File: src/rtl/scalar_pkg.sv
// Types, instruction fields and opcodes of the scalar issue unit, imported by every RTL module
`default_nettype none

package scalar_pkg;

	// Data path
	localparam int DATA_W = 32;
	typedef logic [DATA_W-1:0] data_t;

	// Register file size and index
	localparam int REG_N = 32;
	typedef logic [$clog2(REG_N)-1:0] reg_idx_t;

	// Issue-order tag, wraps around
	localparam int ISSUE_W = 4;
	typedef logic [ISSUE_W-1:0] issue_no_t;

	typedef enum logic [3:0] {
		OP_ADD  = 4'h0,
		OP_SUB  = 4'h1,
		OP_AND  = 4'h2,
		OP_OR   = 4'h3,
		OP_XOR  = 4'h4,
		OP_LDI  = 4'h5,
		OP_HALT = 4'hF
	} opcode_t;

	typedef struct packed {
		logic        sel_unit;	// 1 sends the word to the vector unit
		opcode_t     op;
		reg_idx_t    dst;
		reg_idx_t    src1;
		reg_idx_t    src2;
		logic [11:0] imm;
	} instr_t;

	// Scalar reorder entry, result known at push
	typedef struct packed {
		reg_idx_t dst;
		data_t    data;
	} s_entry_t;

	// Vector reorder entry, data comes back later
	typedef struct packed {
		reg_idx_t dst;
	} v_entry_t;

endpackage

`default_nettype wire

File: src/rtl/instr_mem.sv
// Instruction memory, filled word by word through the store handshake and read by fetch
`default_nettype none
`timescale 1ns/100ps

module instr_mem #(
	parameter int INSTR_DEPTH = 64
) (
	input  wire                             clock,
	input  wire                             reset,
	input  wire                             start,
	input  wire                             busy,
	input  wire                             req_st,
	input  wire  scalar_pkg::instr_t        instr_in,
	output logic                            ack_st,
	input  wire                             fetch_en,
	input  wire  [$clog2(INSTR_DEPTH)-1:0]  fetch_addr,
	output scalar_pkg::instr_t              fetch_instr
);

	import scalar_pkg::*;

	instr_t                         mem [INSTR_DEPTH];
	logic [$clog2(INSTR_DEPTH)-1:0] st_addr;
	logic                           st_take;

	// A raised ack keeps the same word from being taken twice
	assign st_take = req_st & ~ack_st & ~busy;

	always_ff @(posedge clock) begin
		if (reset) begin
			ack_st  <= 1'b0;
			st_addr <= '0;
		end else begin
			ack_st <= st_take;
			if (start) begin
				st_addr <= '0;
			end else if (st_take) begin
				st_addr <= st_addr + 1'b1;
			end
		end
	end

	// Store port and synchronous fetch port
	always_ff @(posedge clock) begin
		if (st_take) begin
			mem[st_addr] <= instr_in;
		end
		if (fetch_en) begin
			fetch_instr <= mem[fetch_addr];
		end
	end

	// Loader stays quiet while the program runs
	assert property (@(posedge clock) disable iff (reset) busy |-> !req_st)
		else $error("instr_mem: store request while busy");

endmodule

`default_nettype wire

File: src/rtl/fetch_issue.sv
// Fetch and issue stage: PC, scoreboard, issue numbering, scalar/vector dispatch, termination
`default_nettype none
`timescale 1ns/100ps

module fetch_issue #(
	parameter int INSTR_DEPTH = 64
) (
	input  wire                             clock,
	input  wire                             reset,
	input  wire                             start,
	output logic                            fetch_en,
	output logic [$clog2(INSTR_DEPTH)-1:0]  fetch_addr,
	input  wire  scalar_pkg::instr_t        fetch_instr,
	output scalar_pkg::reg_idx_t            rd_idx1,
	output scalar_pkg::reg_idx_t            rd_idx2,
	output logic                            s_issue_valid,
	output scalar_pkg::instr_t              s_issue_instr,
	output scalar_pkg::issue_no_t           s_issue_no,
	output logic                            v_push,
	output scalar_pkg::v_entry_t            v_push_entry,
	output scalar_pkg::issue_no_t           v_push_no,
	input  wire                             s_full,
	input  wire                             v_full,
	input  wire                             release_valid,
	input  wire  scalar_pkg::reg_idx_t      release_dst,
	input  wire                             rb_empty,
	output logic                            v_cmd_valid,
	output scalar_pkg::instr_t              v_cmd,
	output logic                            busy,
	output logic                            term
);

	import scalar_pkg::*;

	logic [$clog2(INSTR_DEPTH)-1:0] pc;
	logic                           running;
	logic                           halted;
	logic                           word_valid;	// fetch_instr holds an unissued word
	logic                           s_inflight;
	logic [REG_N-1:0]               pending;
	issue_no_t                      issue_cnt;
	logic                           is_halt;
	logic                           hazard;
	logic                           room;
	logic                           issue;

	////////////////////////////////////////////////////////////////////////////
	// Issue decision

	assign is_halt = word_valid & ~fetch_instr.sel_unit & (fetch_instr.op == OP_HALT);
	assign hazard  = pending[fetch_instr.src1] | pending[fetch_instr.src2]
		| pending[fetch_instr.dst];

	// Scalar result lands a cycle after issue, keep its slot free
	assign room  = fetch_instr.sel_unit ? ~v_full : (~s_full & ~s_inflight);
	assign issue = word_valid & ~is_halt & ~hazard & room;

	// Fetch when the word slot is empty or being consumed
	assign fetch_en   = running & (~word_valid | issue);
	assign fetch_addr = pc;

	assign rd_idx1       = fetch_instr.src1;
	assign rd_idx2       = fetch_instr.src2;
	assign s_issue_valid = issue & ~fetch_instr.sel_unit;
	assign s_issue_instr = fetch_instr;
	assign s_issue_no    = issue_cnt;
	assign v_push        = issue & fetch_instr.sel_unit;
	assign v_push_entry  = '{dst: fetch_instr.dst};
	assign v_push_no     = issue_cnt;
	assign v_cmd_valid   = v_push;
	assign v_cmd         = fetch_instr;

	////////////////////////////////////////////////////////////////////////////
	// Sequencing

	always_ff @(posedge clock) begin
		if (reset) begin
			pc         <= '0;
			running    <= 1'b0;
			halted     <= 1'b0;
			word_valid <= 1'b0;
			s_inflight <= 1'b0;
			issue_cnt  <= '0;
			busy       <= 1'b0;
			term       <= 1'b0;
		end else if (start) begin
			pc         <= '0;
			running    <= 1'b1;
			halted     <= 1'b0;
			word_valid <= 1'b0;
			s_inflight <= 1'b0;
			issue_cnt  <= '0;
			busy       <= 1'b1;
			term       <= 1'b0;
		end else begin
			s_inflight <= s_issue_valid;
			if (fetch_en) begin
				pc         <= pc + 1'b1;
				word_valid <= 1'b1;
			end else if (issue | is_halt) begin
				word_valid <= 1'b0;
			end
			if (issue) begin
				issue_cnt <= issue_cnt + 1'b1;
			end
			if (is_halt) begin
				running <= 1'b0;
				halted  <= 1'b1;
			end
			// Drained, every issued instruction has committed
			if (halted & rb_empty) begin
				halted <= 1'b0;
				busy   <= 1'b0;
				term   <= 1'b1;
			end
		end
	end

	// Scoreboard, one pending bit per register
	always_ff @(posedge clock) begin
		if (reset | start) begin
			pending <= '0;
		end else begin
			if (release_valid) begin
				pending[release_dst] <= 1'b0;
			end
			if (issue) begin
				pending[fetch_instr.dst] <= 1'b1;
			end
		end
	end

endmodule

`default_nettype wire

File: src/rtl/reg_file.sv
// Scalar register file with two combinational read ports and one commit write port
`default_nettype none
`timescale 1ns/100ps

module reg_file (
	input  wire                         clock,
	input  wire                         reset,
	input  wire  scalar_pkg::reg_idx_t  rd_idx1,
	input  wire  scalar_pkg::reg_idx_t  rd_idx2,
	output scalar_pkg::data_t           rd_data1,
	output scalar_pkg::data_t           rd_data2,
	input  wire                         wr_en,
	input  wire  scalar_pkg::reg_idx_t  wr_idx,
	input  wire  scalar_pkg::data_t     wr_data
);

	import scalar_pkg::*;

	data_t regs [REG_N];

	always_ff @(posedge clock) begin
		if (reset) begin
			for (int i = 0; i < REG_N; i++) begin
				regs[i] <= '0;
			end
		end else if (wr_en) begin
			regs[wr_idx] <= wr_data;
		end
	end

	// Write lands at the edge, visible to the next issue
	assign rd_data1 = regs[rd_idx1];
	assign rd_data2 = regs[rd_idx2];

endmodule

`default_nettype wire

File: src/rtl/exec_scalar.sv
// One-cycle scalar ALU, turns an issued instruction into a tagged result for the reorder buffer
`default_nettype none
`timescale 1ns/100ps

module exec_scalar (
	input  wire                          clock,
	input  wire                          reset,
	input  wire                          s_issue_valid,
	input  wire  scalar_pkg::instr_t     s_issue_instr,
	input  wire  scalar_pkg::issue_no_t  s_issue_no,
	input  wire  scalar_pkg::data_t      rd_data1,
	input  wire  scalar_pkg::data_t      rd_data2,
	output logic                         s_res_valid,
	output scalar_pkg::issue_no_t        s_res_no,
	output scalar_pkg::s_entry_t         s_res_entry
);

	import scalar_pkg::*;

	data_t imm_ext;
	data_t result;

	assign imm_ext = {{(DATA_W - 12){s_issue_instr.imm[11]}}, s_issue_instr.imm};

	always_comb begin
		case (s_issue_instr.op)
			OP_ADD:  result = rd_data1 + rd_data2;
			OP_SUB:  result = rd_data1 - rd_data2;
			OP_AND:  result = rd_data1 & rd_data2;
			OP_OR:   result = rd_data1 | rd_data2;
			OP_XOR:  result = rd_data1 ^ rd_data2;
			OP_LDI:  result = imm_ext;
			default: result = '0;
		endcase
	end

	always_ff @(posedge clock) begin
		if (reset) begin
			s_res_valid <= 1'b0;
		end else begin
			s_res_valid <= s_issue_valid;
		end
	end

	// Result and its tag
	always_ff @(posedge clock) begin
		if (s_issue_valid) begin
			s_res_no    <= s_issue_no;
			s_res_entry <= '{dst: s_issue_instr.dst, data: result};
		end
	end

endmodule

`default_nettype wire

File: src/rtl/reorder_buff.sv
// In-order entry buffer with completion tracking, holds scalar results or pending vector commands
`default_nettype none
`timescale 1ns/100ps

module reorder_buff #(
	parameter type payload_t = logic,
	parameter int  RB_DEPTH  = 4
) (
	input  wire                          clock,
	input  wire                          reset,
	input  wire                          push,
	input  wire  scalar_pkg::issue_no_t  push_no,
	input  wire  payload_t               push_entry,
	input  wire                          complete,
	input  wire  scalar_pkg::data_t      complete_data,
	input  wire                          pop,
	output logic                         head_valid,
	output scalar_pkg::issue_no_t        head_no,
	output payload_t                     head_entry,
	output logic                         head_done,
	output scalar_pkg::data_t            head_data,
	output logic                         full,
	output logic                         empty
);

	import scalar_pkg::*;

	localparam int PW = (RB_DEPTH > 1) ? $clog2(RB_DEPTH) : 1;

	issue_no_t           no_q    [RB_DEPTH];
	payload_t            entry_q [RB_DEPTH];
	data_t               data_q  [RB_DEPTH];
	logic [RB_DEPTH-1:0] done_q;
	logic [PW-1:0]       wr_ptr;
	logic [PW-1:0]       rd_ptr;
	logic [PW-1:0]       cmp_ptr;	// oldest entry not yet done
	logic [PW:0]         count;

	function automatic logic [PW-1:0] ptr_inc(input logic [PW-1:0] ptr);
		return (ptr == PW'(RB_DEPTH - 1)) ? '0 : ptr + 1'b1;
	endfunction

	always_ff @(posedge clock) begin
		if (reset) begin
			wr_ptr  <= '0;
			rd_ptr  <= '0;
			cmp_ptr <= '0;
			count   <= '0;
			done_q  <= '0;
		end else begin
			if (push) begin
				wr_ptr         <= ptr_inc(wr_ptr);
				done_q[wr_ptr] <= 1'b0;
			end
			// Completion after push, so a push with complete lands done
			if (complete) begin
				cmp_ptr         <= ptr_inc(cmp_ptr);
				done_q[cmp_ptr] <= 1'b1;
			end
			if (pop) begin
				rd_ptr <= ptr_inc(rd_ptr);
			end
			count <= count + (PW + 1)'(push) - (PW + 1)'(pop);
		end
	end

	always_ff @(posedge clock) begin
		if (push) begin
			no_q[wr_ptr]    <= push_no;
			entry_q[wr_ptr] <= push_entry;
		end
		if (complete) begin
			data_q[cmp_ptr] <= complete_data;
		end
	end

	assign head_valid = ~empty;
	assign head_no    = no_q[rd_ptr];
	assign head_entry = entry_q[rd_ptr];
	assign head_done  = done_q[rd_ptr];
	assign head_data  = data_q[rd_ptr];
	assign full       = (count == (PW + 1)'(RB_DEPTH));
	assign empty      = (count == '0);

	// Issue side honours full, commit side only pops a live head
	assert property (@(posedge clock) disable iff (reset) !(push && full) && !(pop && empty))
		else $error("reorder_buff: push while full or pop while empty");

endmodule

`default_nettype wire

File: src/rtl/commit_arbiter.sv
// Commit arbiter, pops the buffer head with the next issue number and writes it back
`default_nettype none
`timescale 1ns/100ps

module commit_arbiter (
	input  wire                          clock,
	input  wire                          reset,
	input  wire                          start,
	input  wire                          s_head_valid,
	input  wire  scalar_pkg::issue_no_t  s_head_no,
	input  wire                          s_head_done,
	input  wire  scalar_pkg::s_entry_t   s_head_entry,
	input  wire                          v_head_valid,
	input  wire  scalar_pkg::issue_no_t  v_head_no,
	input  wire                          v_head_done,
	input  wire  scalar_pkg::v_entry_t   v_head_entry,
	input  wire  scalar_pkg::data_t      v_head_data,
	output logic                         pop_s,
	output logic                         pop_v,
	output logic                         wr_en,
	output scalar_pkg::reg_idx_t         wr_idx,
	output scalar_pkg::data_t            wr_data,
	output logic                         release_valid,
	output scalar_pkg::reg_idx_t         release_dst,
	output logic                         commit_valid,
	output scalar_pkg::issue_no_t        commit_no,
	output scalar_pkg::reg_idx_t         commit_dst,
	output scalar_pkg::data_t            commit_data
);

	import scalar_pkg::*;

	issue_no_t next_no;

	// Only the head carrying the expected number may commit
	assign pop_s = s_head_valid & s_head_done & (s_head_no == next_no);
	assign pop_v = v_head_valid & v_head_done & (v_head_no == next_no);

	assign wr_en         = pop_s | pop_v;
	assign wr_idx        = pop_s ? s_head_entry.dst : v_head_entry.dst;
	assign wr_data       = pop_s ? s_head_entry.data : v_head_data;
	assign release_valid = wr_en;
	assign release_dst   = wr_idx;

	always_ff @(posedge clock) begin
		if (reset | start) begin
			next_no <= '0;
		end else if (wr_en) begin
			next_no <= next_no + 1'b1;
		end
	end

	always_ff @(posedge clock) begin
		if (reset) begin
			commit_valid <= 1'b0;
		end else begin
			commit_valid <= wr_en;
		end
	end

	always_ff @(posedge clock) begin
		if (wr_en) begin
			commit_no   <= next_no;
			commit_dst  <= wr_idx;
			commit_data <= wr_data;
		end
	end

	// Issue numbers are unique across both buffers
	assert property (@(posedge clock) disable iff (reset) !(pop_s && pop_v))
		else $error("commit_arbiter: both buffers granted in one cycle");

endmodule

`default_nettype wire

File: src/rtl/scalar_unit.sv
// Top level of the scalar issue unit, connects storage, issue, ALU, reorder buffers and commit
`default_nettype none
`timescale 1ns/100ps

module scalar_unit #(
	parameter int INSTR_DEPTH = 64,
	parameter int RB_DEPTH    = 4
) (
	input  wire                          clock,
	input  wire                          reset,
	input  wire                          start,
	input  wire                          req_st,
	input  wire  scalar_pkg::instr_t     instr_in,
	output logic                         ack_st,
	output logic                         v_cmd_valid,
	output scalar_pkg::instr_t           v_cmd,
	input  wire                          v_done,
	input  wire  scalar_pkg::data_t      v_data,
	output logic                         commit_valid,
	output scalar_pkg::issue_no_t        commit_no,
	output scalar_pkg::reg_idx_t         commit_dst,
	output scalar_pkg::data_t            commit_data,
	output logic                         busy,
	output logic                         term
);

	import scalar_pkg::*;

	logic                           fetch_en;
	logic [$clog2(INSTR_DEPTH)-1:0] fetch_addr;
	instr_t                         fetch_instr;
	reg_idx_t                       rd_idx1, rd_idx2;
	data_t                          rd_data1, rd_data2;
	logic                           s_issue_valid;
	instr_t                         s_issue_instr;
	issue_no_t                      s_issue_no;
	logic                           v_push;
	v_entry_t                       v_push_entry;
	issue_no_t                      v_push_no;
	logic                           s_res_valid;
	issue_no_t                      s_res_no;
	s_entry_t                       s_res_entry;
	logic                           s_head_valid, s_head_done, s_full, s_empty, pop_s;
	issue_no_t                      s_head_no;
	s_entry_t                       s_head_entry;
	logic                           v_head_valid, v_head_done, v_full, v_empty, pop_v;
	issue_no_t                      v_head_no;
	v_entry_t                       v_head_entry;
	data_t                          v_head_data;
	logic                           wr_en, release_valid;
	reg_idx_t                       wr_idx, release_dst;
	data_t                          wr_data;

	////////////////////////////////////////////////////////////////////////////
	// Front end

	instr_mem #(.INSTR_DEPTH(INSTR_DEPTH)) u_imem (
		.clock(clock), .reset(reset), .start(start), .busy(busy),
		.req_st(req_st), .instr_in(instr_in), .ack_st(ack_st),
		.fetch_en(fetch_en), .fetch_addr(fetch_addr), .fetch_instr(fetch_instr)
	);

	fetch_issue #(.INSTR_DEPTH(INSTR_DEPTH)) u_issue (
		.clock(clock), .reset(reset), .start(start),
		.fetch_en(fetch_en), .fetch_addr(fetch_addr), .fetch_instr(fetch_instr),
		.rd_idx1(rd_idx1), .rd_idx2(rd_idx2),
		.s_issue_valid(s_issue_valid), .s_issue_instr(s_issue_instr), .s_issue_no(s_issue_no),
		.v_push(v_push), .v_push_entry(v_push_entry), .v_push_no(v_push_no),
		.s_full(s_full), .v_full(v_full),
		.release_valid(release_valid), .release_dst(release_dst),
		.rb_empty(s_empty & v_empty),
		.v_cmd_valid(v_cmd_valid), .v_cmd(v_cmd), .busy(busy), .term(term)
	);

	////////////////////////////////////////////////////////////////////////////
	// Scalar back end and reorder buffers

	reg_file u_rf (
		.clock(clock), .reset(reset),
		.rd_idx1(rd_idx1), .rd_idx2(rd_idx2), .rd_data1(rd_data1), .rd_data2(rd_data2),
		.wr_en(wr_en), .wr_idx(wr_idx), .wr_data(wr_data)
	);

	exec_scalar u_exec (
		.clock(clock), .reset(reset),
		.s_issue_valid(s_issue_valid), .s_issue_instr(s_issue_instr), .s_issue_no(s_issue_no),
		.rd_data1(rd_data1), .rd_data2(rd_data2),
		.s_res_valid(s_res_valid), .s_res_no(s_res_no), .s_res_entry(s_res_entry)
	);

	// Scalar entries arrive already done
	reorder_buff #(.payload_t(s_entry_t), .RB_DEPTH(RB_DEPTH)) rb_scalar (
		.clock(clock), .reset(reset),
		.push(s_res_valid), .push_no(s_res_no), .push_entry(s_res_entry),
		.complete(s_res_valid), .complete_data(s_res_entry.data), .pop(pop_s),
		.head_valid(s_head_valid), .head_no(s_head_no), .head_entry(s_head_entry),
		.head_done(s_head_done), .head_data(), .full(s_full), .empty(s_empty)
	);

	// Each v_done finishes the oldest outstanding command
	reorder_buff #(.payload_t(v_entry_t), .RB_DEPTH(RB_DEPTH)) rb_vector (
		.clock(clock), .reset(reset),
		.push(v_push), .push_no(v_push_no), .push_entry(v_push_entry),
		.complete(v_done), .complete_data(v_data), .pop(pop_v),
		.head_valid(v_head_valid), .head_no(v_head_no), .head_entry(v_head_entry),
		.head_done(v_head_done), .head_data(v_head_data), .full(v_full), .empty(v_empty)
	);

	commit_arbiter u_commit (
		.clock(clock), .reset(reset), .start(start),
		.s_head_valid(s_head_valid), .s_head_no(s_head_no),
		.s_head_done(s_head_done), .s_head_entry(s_head_entry),
		.v_head_valid(v_head_valid), .v_head_no(v_head_no), .v_head_done(v_head_done),
		.v_head_entry(v_head_entry), .v_head_data(v_head_data),
		.pop_s(pop_s), .pop_v(pop_v),
		.wr_en(wr_en), .wr_idx(wr_idx), .wr_data(wr_data),
		.release_valid(release_valid), .release_dst(release_dst),
		.commit_valid(commit_valid), .commit_no(commit_no),
		.commit_dst(commit_dst), .commit_data(commit_data)
	);

endmodule

`default_nettype wire

File: config.mk
export PLATFORM = sky130hd
export DESIGN_NAME = scalar_unit
export DESIGN_NICKNAME = d
export VERILOG_FILES = /design/src/rtl/scalar_pkg.sv /design/src/rtl/instr_mem.sv /design/src/rtl/fetch_issue.sv /design/src/rtl/reg_file.sv /design/src/rtl/exec_scalar.sv /design/src/rtl/reorder_buff.sv /design/src/rtl/commit_arbiter.sv /design/src/rtl/scalar_unit.sv
export SDC_FILE = /design/constraint.sdc
export NUM_CORES = 2
export LEC_CHECK = 0
export CORE_UTILIZATION = 55
export CTS_CLUSTER_DIAMETER = 40
export DETAILED_ROUTE_END_ITERATION = 12
export DONT_BUFFER_PORTS = 1
export PLACE_DENSITY = 0.8
export SLEW_MARGIN = 0
export SYNTH_ARGS = -nofsm -noshare
export SYNTH_HDL_FRONTEND = slang
export SYNTH_HIERARCHICAL = 1
export SYNTH_SLANG_ARGS = --single-unit
File: constraint.sdc
create_clock -name clock -period 7.12 [get_ports clock]
set_input_delay 0.712 -clock clock [delete_from_list [all_inputs] [get_ports clock]]
set_output_delay 0.712 -clock clock [all_outputs]
set_load 0.02 [all_outputs]
==> reports/results.ini <==
[power]
leakage_nw = 61.53
power_density_nw_per_um2 = 274.1
peakVddDrop_mv = 0.2910

[clock_network]
post-cts-setup-buffer-count = 0
cts-root-buf = sky130_fd_sc_hd__clkbuf_16
cts_inserted_buffers = 414
cts_tree = yes
clk-insertion-delay-late_ps = 940
max-clock-path-buffers = 4
post_cts_clock_slew_at_the_launch_and_capture_registers_of_the_worst_setup_and_hold_paths_ps = 60
cells_resized_by_post_cts_repair = 0
cts.htree.levels = 5
clock_sink_count = 3605
cts-hold-fix-buffers = 69

[synth]
syn-mean-instance-area_um2 = 16.24
syn_inst = 9867
yosys_warnings = 6
synthesis.nets = 10060
mappedNetlistArea_um2 = 160200

[global_routing]
grt_use_total_pct = 33.04
wire_length_of_the_first_global_routing_pass_um = 695900
first_global_vias = 99200
grt_max_degree = 105
number_of_antenna_violations_at_the_first_check_in_global_routing = 33
overflow = 0

[sta]
clock_skew_ps = 58.63
final_min_period_over_clock_period_pct = 95.26
final_total_negative_setup_slack_ps = 0
timing.final.max_slew_violations = 2
fin_hold_ws_ps = 76.77
number_of_hold_violations_in_the_final_report = 0
grt_setup_unrepaired = no
setup_viol = 0
timing.slew.headroom_pct = -2.593
fin_crit_ps = 6783
worst_slew_pin_slew_ps = 1523
fmax_ghz = 0.1474

[worst_hold_path]
min-delay-path-class = in -> reg
holdCritStartpoint = v_done
min_delay_worst_endpoint = rb_vector/cmp_ptr[0]
worstHoldPathCells = 2

[finish]
multi_input_comb_area_um2 = 48370
fillerInstances = 19440
finish.utilization_pct = 61.94
post_route_cells_drive_above_1_share_pct = 18.10
area_growth_syn_to_layout_pct = 11.68
sequential_cell_area_um2 = 107400
num-nets-final = 10070

[critical_path]
timing.critical_path.buf_inv = 2
critical_path.endpoint_type = register
cp_data_arrival_time_ps = 7400
critPathLaunchType = register
depth_of_the_worst_register_to_register_path = 21
cp_cell_sequence = buf_4 -> nor2b_4 -> buf_4 -> a22o_1 -> nor3_1 -> a31oi_1 -> nand3_1 -> nor4_1 -> and2_1 -> nand3_1 -> o41ai_1 -> xnor2_1 -> ha_1 -> a21oi_1 -> o21ai_0 -> a21oi_1 -> o21ai_0 -> a221o_1 -> a31oi_1 -> xor2_1 -> o221ai_1
critical_path_class = reg -> reg
cell_class_contributing_the_biggest_share_of_worst_path_delay = compound AO/OA/AOI/OAI gates
timing.critical_path.slowest_cell_delay_ps = 590
r2r_end = u_exec/s_res_entry[30]
timing.critical_path.slowest_stage_cell = sky130_fd_sc_hd__nor2b_4
ff2ff_setup_slack_ps = 340
worst_ep_required_time_ps = 7740
crit_path_max_fanout = 16
critical_path.reg2reg.startpoint = u_imem/fetch_instr[14]

[place]
dp_hpwl_um = 267400
place.port_buffers = 0
gp_congestion = 0.9258

[floorplanning]
floorplan.rows = 197
die_height_um = 541.7
floorplan.die.width_um = 541.7
design.die.area_um2 = 293500
io_pins = 147
initial_util_pct = 55.46
coreArea_um2 = 288900

[drt]
drcViolationCount = 0
avgViaCountPerCell = 6.947
wl_per_cell_um = 35.00
detail_route.first_pass.iterations = 9
routed-via-count = 97980
finalWirelength_um = 493600
ant_nets = 0
drtIter0Drc = 14850

[flow_run]
maxCapViolations = 1

[outcome]
failed_checks = capacitance limit, slew limit
outcome = finished with violations

cell type report:
type | instances | share of cell area [%]
clock inverters | 273 | 1.647
well taps | 3880 | 2.713
flip-flops and latches | 3605 | 60.00
repair buffers | 394 | 2.319
inverters | 108 | 0.2266
clock buffers | 473 | 6.032
diodes | 19 | 0.02657
multi-input cells | 5351 | 27.03
placed cells by master (no fill, tap or decap), types with 16 or more instances in the layout:
master                          count
sky130_fd_sc_hd__diode_2           19
sky130_fd_sc_hd__inv_1            105
sky130_fd_sc_hd__edfxtp_1        3514
sky130_fd_sc_hd__clkinv_1          51
sky130_fd_sc_hd__nor2_1            83
sky130_fd_sc_hd__nand2_1          407
sky130_fd_sc_hd__nand2b_1          30
sky130_fd_sc_hd__clkinvlp_4        45
sky130_fd_sc_hd__nor2_4            80
sky130_fd_sc_hd__a31oi_1           80
sky130_fd_sc_hd__buf_16            32
sky130_fd_sc_hd__a22oi_1          238
sky130_fd_sc_hd__dfxtp_1           82
sky130_fd_sc_hd__inv_6             36
sky130_fd_sc_hd__o221ai_1          52
sky130_fd_sc_hd__buf_12            37
sky130_fd_sc_hd__xnor2_1           50
sky130_fd_sc_hd__clkinv_4          35
sky130_fd_sc_hd__clkinv_2          46
sky130_fd_sc_hd__a22o_1           178
sky130_fd_sc_hd__dlygate4sd3_1     36
sky130_fd_sc_hd__o21ai_0           85
sky130_fd_sc_hd__nand3b_1          18
sky130_fd_sc_hd__ha_1             122
sky130_fd_sc_hd__a21oi_1          325
sky130_fd_sc_hd__o22ai_1           57
sky130_fd_sc_hd__nor2_2            20
sky130_fd_sc_hd__bufinv_16         46
sky130_fd_sc_hd__buf_4            288
sky130_fd_sc_hd__mux4_2           597
sky130_fd_sc_hd__a221oi_1          66
sky130_fd_sc_hd__mux2i_1         1092
sky130_fd_sc_hd__or2_2             42
sky130_fd_sc_hd__clkbuf_16        423
sky130_fd_sc_hd__nand3_1          264
sky130_fd_sc_hd__nor3_1           106
sky130_fd_sc_hd__nor2b_1           27
sky130_fd_sc_hd__and2_1          1043
sky130_fd_sc_hd__clkbuf_1          48
sky130_fd_sc_hd__and3_1            16
registers in the layout (all words and copies together), names as in the netlist, 20 cells and up, named ones only:
register,count
u_imem/mem,2048
u_rf/regs,1024
rb_scalar/entry_q,148
rb_vector/data_q,128
u_exec/s_res_entry,37
u_commit/commit_data,32
u_imem/fetch_instr,32
u_issue/pending,32
rb_vector/entry_q,20
where the power goes:
| part | switching (W) | internal [W] | leakage (nW) | total, W |
|---|---|---|---|---|
| sequential | 0.000201 | 0.0235 | 33.7 | 0.0237 |
| clock | 0.00894 | 0.0126 | 6.60 | 0.0216 |
| combinational | 0.00247 | 0.00126 | 21.2 | 0.00374 |
worst max path at each step:
stage                                       from  slack [ps]                endpoint  cells after the start
after floorplan           u_imem/fetch_instr[13]        2170  u_exec/s_res_entry[25]                     25
after global placement    u_imem/fetch_instr[14]         500  u_exec/s_res_entry[30]                     21
after detailed placement  u_imem/fetch_instr[14]         440  u_exec/s_res_entry[30]                     21
after CTS                 u_imem/fetch_instr[14]         400  u_exec/s_res_entry[30]                     21
after global routing      u_imem/fetch_instr[14]         120  u_exec/s_res_entry[30]                     21
final                     u_imem/fetch_instr[14]         340  u_exec/s_res_entry[30]                     21
through the flow:
step	setup slack (ps)	cell area (µm²)	std cells	power, W
after floorplan	2174	160200	9867	0.02638
after global placement	499.8	163900	13270	0.02739
after detailed placement	442.1	163900	13270	0.02747
after CTS	401.8	178900	14080	0.04891
after global routing	118.5	178900	14090	0.05004
final	337.4	178900	14100	0.04905
per-layer routing:
metal | GRT usage, % | share of wire (%) | vias to the layer above
li1 | - | - | 38580
met1 | 39.85 | 33 | 48830
met2 | 52.08 | 46 | 8539
met3 | 7.931 | 12 | 2007
met4 | 24.32 | 8.5 | 20
met5 | 0 | 0.025 | -
Power figures use the tool's default switching activity.
